`config.mk`:
```
export PLATFORM = sky130hd
export DESIGN_NAME = rv_backend
export DESIGN_NICKNAME = d
export VERILOG_FILES = /design/src/rv_pkg.sv /design/src/rv_backend.sv /design/src/commit_monitor.sv /design/src/regfile.sv /design/src/mem_wb.sv /design/src/mem_access.sv /design/src/ex_mem.sv /design/src/stall_ctrl.sv
export SDC_FILE = /design/constraint.sdc
export NUM_CORES = 2
export LEC_CHECK = 0
export BUFFER_PORTS_ARGS = -buffer_cell sky130_fd_sc_hd__buf_4
export CAP_MARGIN = 0
export CORE_ASPECT_RATIO = 0.9
export CORE_MARGIN = 4
export CORE_UTILIZATION = 65
export CTS_CLUSTER_SIZE = 20
export DETAILED_ROUTE_END_ITERATION = 6
export GPL_ROUTABILITY_DRIVEN = 0
export PLACE_DENSITY_LB_ADDON = 0.2
export SKIP_CTS_REPAIR_TIMING = 1
export SYNTH_ARGS = -nofsm -noshare
export SYNTH_HDL_FRONTEND = slang
export SYNTH_HIERARCHICAL = 1
export SYNTH_SLANG_ARGS = --single-unit
```
`constraint.sdc`:
```
create_clock -name clk -period 6.05 [get_ports clk]
set_clock_uncertainty 0.1 [all_clocks]
set_input_delay 0.605 -clock clk [delete_from_list [all_inputs] [get_ports clk]]
set_output_delay 0.605 -clock clk [all_outputs]
set_load 0.02 [all_outputs]
```
`src/rv_pkg.sv`:
```
// Shared widths, stall vector layout and encodings for the RV64 back end
package rv_pkg;

    localparam int XLEN       = 64;
    localparam int INST_W     = 32;
    localparam int REG_ADDR_W = 5;
    localparam int NUM_REGS   = 32;

    // Stall vector, one bit per stage
    localparam int STALL_W     = 4;
    localparam int STALL_ISSUE = 0;  // Upstream issue
    localparam int STALL_EXMEM = 1;
    localparam int STALL_MEM   = 2;
    localparam int STALL_WB    = 3;

    localparam logic [INST_W-1:0] EBREAK_INST = 32'h0010_0073;

    // a0 carries the exit code on a trap
    localparam logic [REG_ADDR_W-1:0] A0_IDX = 5'd10;

    typedef enum logic [2:0] {
        OP_NONE   = 3'd0,
        OP_ALU    = 3'd1,
        OP_LOAD   = 3'd2,
        OP_STORE  = 3'd3,
        OP_EBREAK = 3'd4
    } op_e;

    // Four-phase handshake toward data memory
    typedef enum logic [1:0] {
        MEM_IDLE    = 2'd0,
        MEM_REQ     = 2'd1,  // req high, waiting for ack
        MEM_RELEASE = 2'd2,  // req low, waiting for ack to drop
        MEM_DONE    = 2'd3
    } mem_state_e;

endpackage
```
`src/rv_backend.sv`:
```
// Back end top level, connects the execute/memory/writeback stages
`timescale 1ns/10ps

module rv_backend import rv_pkg::*; (
    input  logic                  clk,
    input  logic                  arst_n_i,
    input  logic                  ex_valid_i,
    input  op_e                   ex_op_i,
    input  logic [XLEN-1:0]       ex_pc_i,
    input  logic [INST_W-1:0]     ex_inst_i,
    input  logic [REG_ADDR_W-1:0] ex_rd_addr_i,
    input  logic [XLEN-1:0]       ex_result_i,
    input  logic [XLEN-1:0]       ex_store_data_i,
    input  logic                  dmem_ack_i,
    input  logic [XLEN-1:0]       dmem_rdata_i,
    input  logic [REG_ADDR_W-1:0] rf_raddr_i,
    output logic                  ex_ready_o,
    output logic                  dmem_req_o,
    output logic                  dmem_we_o,
    output logic [XLEN-1:0]       dmem_addr_o,
    output logic [XLEN-1:0]       dmem_wdata_o,
    output logic [XLEN-1:0]       rf_rdata_o,
    output logic                  retire_o,
    output logic [XLEN-1:0]       retire_pc_o,
    output logic [INST_W-1:0]     retire_inst_o,
    output logic                  trap_o,
    output logic [XLEN-1:0]       trap_code_o,
    output logic                  halted_o
);

    logic [STALL_W-1:0]    stall;
    op_e                   xm_op;
    logic [XLEN-1:0]       xm_pc;
    logic [INST_W-1:0]     xm_inst;
    logic [REG_ADDR_W-1:0] xm_rd_addr;
    logic [XLEN-1:0]       xm_result;
    logic [XLEN-1:0]       xm_store_data;
    logic                  mem_busy;
    logic                  mem_rd_ena;
    logic [REG_ADDR_W-1:0] mem_rd_addr;
    logic [XLEN-1:0]       mem_rd_data;
    logic [XLEN-1:0]       mem_pc;
    logic [INST_W-1:0]     mem_inst;
    logic                  wb_rd_ena;
    logic [REG_ADDR_W-1:0] wb_rd_addr;
    logic [XLEN-1:0]       wb_rd_data;
    logic [XLEN-1:0]       wb_pc;
    logic [INST_W-1:0]     wb_inst;
    logic [XLEN-1:0]       a0;

    assign ex_ready_o = !stall[STALL_ISSUE];

    stall_ctrl stall_ctrl_inst (
        .clk        (clk),
        .arst_n_i   (arst_n_i),
        .mem_busy_i (mem_busy),
        .halted_i   (halted_o),
        .stall_o    (stall)
    );

    ex_mem ex_mem_inst (
        .clk             (clk),
        .arst_n_i        (arst_n_i),
        .stall_i         (stall),
        .ex_valid_i      (ex_valid_i),
        .ex_op_i         (ex_op_i),
        .ex_pc_i         (ex_pc_i),
        .ex_inst_i       (ex_inst_i),
        .ex_rd_addr_i    (ex_rd_addr_i),
        .ex_result_i     (ex_result_i),
        .ex_store_data_i (ex_store_data_i),
        .op_o            (xm_op),
        .pc_o            (xm_pc),
        .inst_o          (xm_inst),
        .rd_addr_o       (xm_rd_addr),
        .result_o        (xm_result),
        .store_data_o    (xm_store_data)
    );

    mem_access mem_access_inst (
        .clk          (clk),
        .arst_n_i     (arst_n_i),
        .op_i         (xm_op),
        .pc_i         (xm_pc),
        .inst_i       (xm_inst),
        .rd_addr_i    (xm_rd_addr),
        .result_i     (xm_result),
        .store_data_i (xm_store_data),
        .dmem_ack_i   (dmem_ack_i),
        .dmem_rdata_i (dmem_rdata_i),
        .dmem_req_o   (dmem_req_o),
        .dmem_we_o    (dmem_we_o),
        .dmem_addr_o  (dmem_addr_o),
        .dmem_wdata_o (dmem_wdata_o),
        .busy_o       (mem_busy),
        .rd_ena_o     (mem_rd_ena),
        .rd_addr_o    (mem_rd_addr),
        .rd_data_o    (mem_rd_data),
        .pc_o         (mem_pc),
        .inst_o       (mem_inst)
    );

    mem_wb mem_wb_inst (
        .clk           (clk),
        .arst_n_i      (arst_n_i),
        .stall_i       (stall),
        .mem_rd_ena_i  (mem_rd_ena),
        .mem_rd_addr_i (mem_rd_addr),
        .mem_rd_data_i (mem_rd_data),
        .mem_pc_i      (mem_pc),
        .mem_inst_i    (mem_inst),
        .wb_rd_ena_o   (wb_rd_ena),
        .wb_rd_addr_o  (wb_rd_addr),
        .wb_rd_data_o  (wb_rd_data),
        .wb_pc_o       (wb_pc),
        .wb_inst_o     (wb_inst)
    );

    regfile regfile_inst (
        .clk      (clk),
        .arst_n_i (arst_n_i),
        .we_i     (wb_rd_ena),
        .waddr_i  (wb_rd_addr),
        .wdata_i  (wb_rd_data),
        .raddr_i  (rf_raddr_i),
        .rdata_o  (rf_rdata_o),
        .a0_o     (a0)
    );

    commit_monitor commit_monitor_inst (
        .clk           (clk),
        .arst_n_i      (arst_n_i),
        .wb_pc_i       (wb_pc),
        .wb_inst_i     (wb_inst),
        .a0_i          (a0),
        .retire_o      (retire_o),
        .retire_pc_o   (retire_pc_o),
        .retire_inst_o (retire_inst_o),
        .trap_o        (trap_o),
        .trap_code_o   (trap_code_o),
        .halted_o      (halted_o)
    );

endmodule

```
`src/commit_monitor.sv`:
```
// Commit monitor, reports retired instructions and detects the ebreak trap
`timescale 1ns/10ps

module commit_monitor import rv_pkg::*; (
    input  logic              clk,
    input  logic              arst_n_i,
    input  logic [XLEN-1:0]   wb_pc_i,
    input  logic [INST_W-1:0] wb_inst_i,
    input  logic [XLEN-1:0]   a0_i,
    output logic              retire_o,
    output logic [XLEN-1:0]   retire_pc_o,
    output logic [INST_W-1:0] retire_inst_o,
    output logic              trap_o,
    output logic [XLEN-1:0]   trap_code_o,
    output logic              halted_o
);

    logic is_inst;
    logic is_ebreak;

    assign is_inst   = (wb_inst_i != '0);
    assign is_ebreak = (wb_inst_i == EBREAK_INST);

    // Retire one cycle after writeback, frozen wb contents never repeat
    always_ff @(posedge clk or negedge arst_n_i) begin
        if (!arst_n_i) begin
            retire_o      <= 1'b0;
            retire_pc_o   <= '0;
            retire_inst_o <= '0;
        end else begin
            retire_o <= is_inst && !halted_o;
            if (!halted_o) begin
                retire_pc_o   <= wb_pc_i;
                retire_inst_o <= wb_inst_i;
            end
        end
    end

    always_ff @(posedge clk or negedge arst_n_i) begin
        if (!arst_n_i) begin
            trap_o      <= 1'b0;
            halted_o    <= 1'b0;
            trap_code_o <= '0;
        end else if (is_ebreak && !halted_o) begin
            trap_o      <= 1'b1;  // Sticky until reset
            halted_o    <= 1'b1;
            trap_code_o <= a0_i;
        end
    end

endmodule

```
`src/regfile.sv`:
```
// Register file, 32 x 64 with x0 hardwired to zero and an a0 tap
`timescale 1ns/10ps

module regfile import rv_pkg::*; (
    input  logic                  clk,
    input  logic                  arst_n_i,
    input  logic                  we_i,
    input  logic [REG_ADDR_W-1:0] waddr_i,
    input  logic [XLEN-1:0]       wdata_i,
    input  logic [REG_ADDR_W-1:0] raddr_i,
    output logic [XLEN-1:0]       rdata_o,
    output logic [XLEN-1:0]       a0_o
);

    logic [XLEN-1:0] regs [NUM_REGS];

    always_ff @(posedge clk or negedge arst_n_i) begin
        if (!arst_n_i) begin
            for (int i = 0; i < NUM_REGS; i++) begin
                regs[i] <= '0;
            end
        end else if (we_i && (waddr_i != '0)) begin
            regs[waddr_i] <= wdata_i;
        end
    end

    // No bypass, same-cycle read sees the old value
    assign rdata_o = regs[raddr_i];
    assign a0_o    = regs[A0_IDX];  // Exit code for the trap

endmodule

```
`src/mem_wb.sv`:
```
// Memory/writeback pipeline register, carries pc and instruction on to commit
`timescale 1ns/10ps

module mem_wb import rv_pkg::*; (
    input  logic                  clk,
    input  logic                  arst_n_i,
    input  logic [STALL_W-1:0]    stall_i,
    input  logic                  mem_rd_ena_i,
    input  logic [REG_ADDR_W-1:0] mem_rd_addr_i,
    input  logic [XLEN-1:0]       mem_rd_data_i,
    input  logic [XLEN-1:0]       mem_pc_i,
    input  logic [INST_W-1:0]     mem_inst_i,
    output logic                  wb_rd_ena_o,
    output logic [REG_ADDR_W-1:0] wb_rd_addr_o,
    output logic [XLEN-1:0]       wb_rd_data_o,
    output logic [XLEN-1:0]       wb_pc_o,
    output logic [INST_W-1:0]     wb_inst_o
);

    // A zero instruction marks a bubble. The memory stage already zeroes
    // its outputs while busy, so no separate bubble case is needed here
    always_ff @(posedge clk or negedge arst_n_i) begin
        if (!arst_n_i) begin
            wb_rd_ena_o  <= 1'b0;
            wb_rd_addr_o <= '0;
            wb_rd_data_o <= '0;
            wb_pc_o      <= '0;
            wb_inst_o    <= '0;
        end else if (!stall_i[STALL_WB]) begin
            wb_rd_ena_o  <= mem_rd_ena_i;
            wb_rd_addr_o <= mem_rd_addr_i;
            wb_rd_data_o <= mem_rd_data_i;
            wb_pc_o      <= mem_pc_i;
            wb_inst_o    <= mem_inst_i;
        end
    end

endmodule

```
`src/mem_access.sv`:
```
// Memory stage, runs the four-phase req/ack handshake for loads and stores
`timescale 1ns/10ps

module mem_access import rv_pkg::*; (
    input  logic                  clk,
    input  logic                  arst_n_i,
    input  op_e                   op_i,
    input  logic [XLEN-1:0]       pc_i,
    input  logic [INST_W-1:0]     inst_i,
    input  logic [REG_ADDR_W-1:0] rd_addr_i,
    input  logic [XLEN-1:0]       result_i,
    input  logic [XLEN-1:0]       store_data_i,
    input  logic                  dmem_ack_i,
    input  logic [XLEN-1:0]       dmem_rdata_i,
    output logic                  dmem_req_o,
    output logic                  dmem_we_o,
    output logic [XLEN-1:0]       dmem_addr_o,
    output logic [XLEN-1:0]       dmem_wdata_o,
    output logic                  busy_o,
    output logic                  rd_ena_o,
    output logic [REG_ADDR_W-1:0] rd_addr_o,
    output logic [XLEN-1:0]       rd_data_o,
    output logic [XLEN-1:0]       pc_o,
    output logic [INST_W-1:0]     inst_o
);

    mem_state_e      state;
    logic [XLEN-1:0] rdata_q;
    logic            is_mem;
    logic            present;
    logic            writes_rd;

    assign is_mem = (op_i == OP_LOAD) || (op_i == OP_STORE);

    always_ff @(posedge clk or negedge arst_n_i) begin
        if (!arst_n_i) begin
            state <= MEM_IDLE;
        end else begin
            case (state)
                MEM_IDLE:    if (is_mem) state <= MEM_REQ;
                MEM_REQ:     if (dmem_ack_i) state <= MEM_RELEASE;
                MEM_RELEASE: if (!dmem_ack_i) state <= MEM_DONE;
                default:     state <= MEM_IDLE;  // MEM_DONE, op leaves this cycle
            endcase
        end
    end

    // Read data is valid only while ack is high
    always_ff @(posedge clk) begin
        if (state == MEM_REQ && dmem_ack_i) begin
            rdata_q <= dmem_rdata_i;
        end
    end

    assign dmem_req_o   = (state == MEM_REQ);
    assign dmem_we_o    = dmem_req_o && (op_i == OP_STORE);
    assign dmem_addr_o  = result_i;      // ex_mem holds these under stall
    assign dmem_wdata_o = store_data_i;
    assign busy_o       = is_mem && (state != MEM_DONE);

    always_comb begin
        case (op_i)
            OP_ALU, OP_EBREAK: present = 1'b1;
            OP_LOAD, OP_STORE: present = (state == MEM_DONE);
            default:           present = 1'b0;
        endcase
        writes_rd = (op_i == OP_ALU) || (op_i == OP_LOAD);
    end

    always_comb begin
        rd_ena_o  = 1'b0;
        rd_addr_o = '0;
        rd_data_o = '0;
        pc_o      = '0;
        inst_o    = '0;
        if (present) begin
            rd_ena_o  = writes_rd && (rd_addr_i != '0);
            rd_addr_o = rd_addr_i;
            rd_data_o = (op_i == OP_LOAD) ? rdata_q : result_i;
            pc_o      = pc_i;
            inst_o    = inst_i;
        end
    end

endmodule

```
`src/ex_mem.sv`:
```
// Execute/memory pipeline register with hold and bubble insertion
`timescale 1ns/10ps

module ex_mem import rv_pkg::*; (
    input  logic                  clk,
    input  logic                  arst_n_i,
    input  logic [STALL_W-1:0]    stall_i,
    input  logic                  ex_valid_i,
    input  op_e                   ex_op_i,
    input  logic [XLEN-1:0]       ex_pc_i,
    input  logic [INST_W-1:0]     ex_inst_i,
    input  logic [REG_ADDR_W-1:0] ex_rd_addr_i,
    input  logic [XLEN-1:0]       ex_result_i,
    input  logic [XLEN-1:0]       ex_store_data_i,
    output op_e                   op_o,
    output logic [XLEN-1:0]       pc_o,
    output logic [INST_W-1:0]     inst_o,
    output logic [REG_ADDR_W-1:0] rd_addr_o,
    output logic [XLEN-1:0]       result_o,
    output logic [XLEN-1:0]       store_data_o
);

    always_ff @(posedge clk or negedge arst_n_i) begin
        if (!arst_n_i) begin
            op_o         <= OP_NONE;
            pc_o         <= '0;
            inst_o       <= '0;
            rd_addr_o    <= '0;
            result_o     <= '0;
            store_data_o <= '0;
        end else if (!stall_i[STALL_EXMEM]) begin
            if (ex_valid_i && !stall_i[STALL_ISSUE]) begin
                op_o         <= ex_op_i;
                pc_o         <= ex_pc_i;
                inst_o       <= ex_inst_i;
                rd_addr_o    <= ex_rd_addr_i;
                result_o     <= ex_result_i;
                store_data_o <= ex_store_data_i;
            end else begin
                // Nothing issued, also retires a finished memory op
                op_o         <= OP_NONE;
                pc_o         <= '0;
                inst_o       <= '0;
                rd_addr_o    <= '0;
                result_o     <= '0;
                store_data_o <= '0;
            end
        end
    end

endmodule

```
`src/stall_ctrl.sv`:
```
// Stall controller, builds the per-stage stall vector from memory busy and halt
`timescale 1ns/10ps

module stall_ctrl import rv_pkg::*; (
    input  logic               clk,
    input  logic               arst_n_i,
    input  logic               mem_busy_i,
    input  logic               halted_i,
    output logic [STALL_W-1:0] stall_o
);

    logic halt_q;
    logic frozen;

    // Sticky copy of the halt, keeps the pipe frozen until reset
    always_ff @(posedge clk or negedge arst_n_i) begin
        if (!arst_n_i) begin
            halt_q <= 1'b0;
        end else if (halted_i) begin
            halt_q <= 1'b1;
        end
    end

    assign frozen = halted_i | halt_q;

    always_comb begin
        stall_o = '0;
        if (frozen) begin
            stall_o[STALL_ISSUE] = 1'b1;
            stall_o[STALL_EXMEM] = 1'b1;
            stall_o[STALL_MEM]   = 1'b1;
            stall_o[STALL_WB]    = 1'b1;
        end else if (mem_busy_i) begin
            // Hold the front, mem_wb takes the bubble from mem_access
            stall_o[STALL_ISSUE] = 1'b1;
            stall_o[STALL_EXMEM] = 1'b1;
        end
    end

endmodule

```
==> metrics.yaml <==
clk_pin_slew_worst_paths_ns: 0.06
regToRegStartpoint: "mem_wb_inst/wb_rd_addr_o[4]"
drc: 0
ff2ff_path_depth: 5
hpwlAfterDp_mm: 187
cts_buffers: 285
clkPwrFrac_pct: 40.7
tightestPinTransition_ns: 1.27
outcome: "finished, final reports clean"
antenna_found_initial: 29
final_common_cell: "dfrtp_1"
setup_viol: 0
syn_to_final_growth_pct: 14.2
htree_levels: 5
max_cap_viol_count: 0
placed_area_um2: 123000
rows: 148
via_per_inst: 6.66
layout-drive-gt1-share_pct: 46.9
slew_viol_final: 0
internal-power_w: 0.0309
worstSetupEndpoint: "rf_rdata_o[55]"
final_cell_mix: "dfrtp_1, mux2_2, buf_4, mux4_2, nand2_1"
layout.nets: 8653
avgSynthCellArea_um2: 14.9
clockRootBuffer: "clkbuf_16"
cp-start-kind: "input pin"
reg2reg_slack_ns: 2.19
required_ns: 5.34
p_sw_share_pct: 26.5
cp-end-kind: "primary output"
fill_cells: 10518
p_switching_w: 0.0111
groute.usage.overall_pct: 34.8
grt_overflow: 0
drtAntennaViolNets: 0
cp_max_fo: 72
crit_chain: "buf_6 > nor2_1 > nand2_2 > buf_4 > o22ai_1 > nor4_1 > buf_4"
wl_per_cell_um: 30.7
ir_drop_uv: 321
arrival_ns: 4.17
via_count: 73031
crit_buf_inv: 3
criticalPathCategory: "in -> out"
start_util_pct: 65.3
port_buffers: 662
syn_nets: 8239
period_share_pct: 80.6
cp_num_cells: 7
clock.fmax_mhz: 205
critical_path.startpoint: "rf_raddr_i[1]"
first_pass_iters: 6
postLayoutCellArea_um2: 135000
grt_start_max_net_pins: 206
regArea_um2: 67300
cts.sinks: 2675
comb_power_share_pct: 11.2
p_per_area_nw_per_um2: 312
drt_wl_total_mm: 337
grt_pass1_wl_mm: 487
multi_input_area_um2: 45800
synth_area_um2: 118000
cts_tree: "done"
crit_family: "simple AND/OR/NAND/NOR gates"
drtIter0Drc: 7473
die-area_um2: 188000
fp.coreArea_um2: 181000
finalSetupTns_ns: 0
clock_latency_ns: 0.92
cts_buffer_depth: 4
relSlewSlack_pct: 15.5
worst_path_max_delay_cell: "nand2_2"
yosysWarnings: 6
r2r-end: "regfile_inst/regs[613]"
final.min_clock_period_ns: 4.88
slowest_delay_ns: 0.85
rsz0062_at_grt: "no"
die_h_um: 412
hold_violations: 0
first_global_vias: 73851
p_leak_nw: 65.7
die-width_um: 457
p_seq_share_pct: 48.1
hp-class: "in -> reg"
crit_top_cell: "buf_4"
io_pins: 663
syn_inst: 7930
worst min path at each step:
stage / start / endpoint / cells past startpoint
floorplan: arst_n_i / commit_monitor_inst/halted_o / 0
detailed placement: regfile_inst/regs[2012] / regfile_inst/regs[2012] / 0
global placement: regfile_inst/regs[1996] / regfile_inst/regs[1996] / 0
CTS: arst_n_i / regfile_inst/regs[1139] / 1
finish: ex_result_i[23] / ex_mem_inst/result_o[23] / 3
global route: ex_valid_i / ex_mem_inst/inst_o[19] / 3
power by group through the flow:
| stage | sequential [W] | combinational (W) | clock (W) |
|---|---|---|---|
| 3_3_place_gp | 0.0203 | 0.00434 | 0 |
| 3_5_place_dp | 0.0204 | 0.00443 | 0 |
| 4_1_cts | 0.0201 | 0.00446 | 0.0173 |
| 5_1_grt | 0.0203 | 0.00499 | 0.0180 |
| 2_1_floorplan | 0.0197 | 0.00317 | 0 |
| 6_report | 0.0202 | 0.00469 | 0.0171 |
routing by layer:
layer / track usage [%] / wire (µm) / vias to the layer above
met1: 48.6 / 133000 / 39187
met3: 6.79 / 27200 / 953
met4: 15.2 / 17700 / 2
met2: 54.1 / 159000 / 3572
li1: - / - / 29317
met5: 0 / 13 / -
worst register-to-register path, cell delays in order (launching register included):
cell     delay (ns)
dfrtp_1        0.55
nor2b_1        0.70
nand3_1        0.42
nor2_4         0.99
buf_12         0.48
mux2_2         0.45
per-stage QoR:
stage	setup slack, ns	total power, W	hold slack [ns]	util (%)	instances
6_report	1.17	0.0420	0.0624	74.6	10966
4_1_cts	1.24	0.0418	-0.408	72.9	10638
3_5_place_dp	1.27	0.0248	0.263	67.9	10160
2_1_floorplan	2.90	0.0229	0.209	-	7930
3_3_place_gp	1.31	0.0247	0.260	67.9	10160
5_1_grt	1.21	0.0433	0.0435	74.6	10961
cell type report:
class                           count  share of cell area [%]
Sequential cell                  2675                    49.9
Inverter                            3                 0.00836
Clock inverter                     69                   0.515
Clock buffer                      409                    6.19
Timing Repair Buffer             1096                    7.05
Tap cell                         2400                    2.23
Multi-Input combinational cell   4283                    34.0
Antenna cell                       31                  0.0576
sequential cells by signal, indices dropped and copies added, names as in the netlist, 64 cells and up:
signal and count:
mem_wb_inst/wb_rd_data_o 64, mem_access_inst/rdata_q 64, ex_mem_inst/pc_o 64, mem_wb_inst/wb_pc_o 64, ex_mem_inst/store_data_o 64, regfile_inst/regs 1984
regfile_inst/a0_o 64, ex_mem_inst/result_o 64, commit_monitor_inst/trap_code_o 64, commit_monitor_inst/retire_pc_o 64
Note: power is estimated with default switching activity, not from simulation.
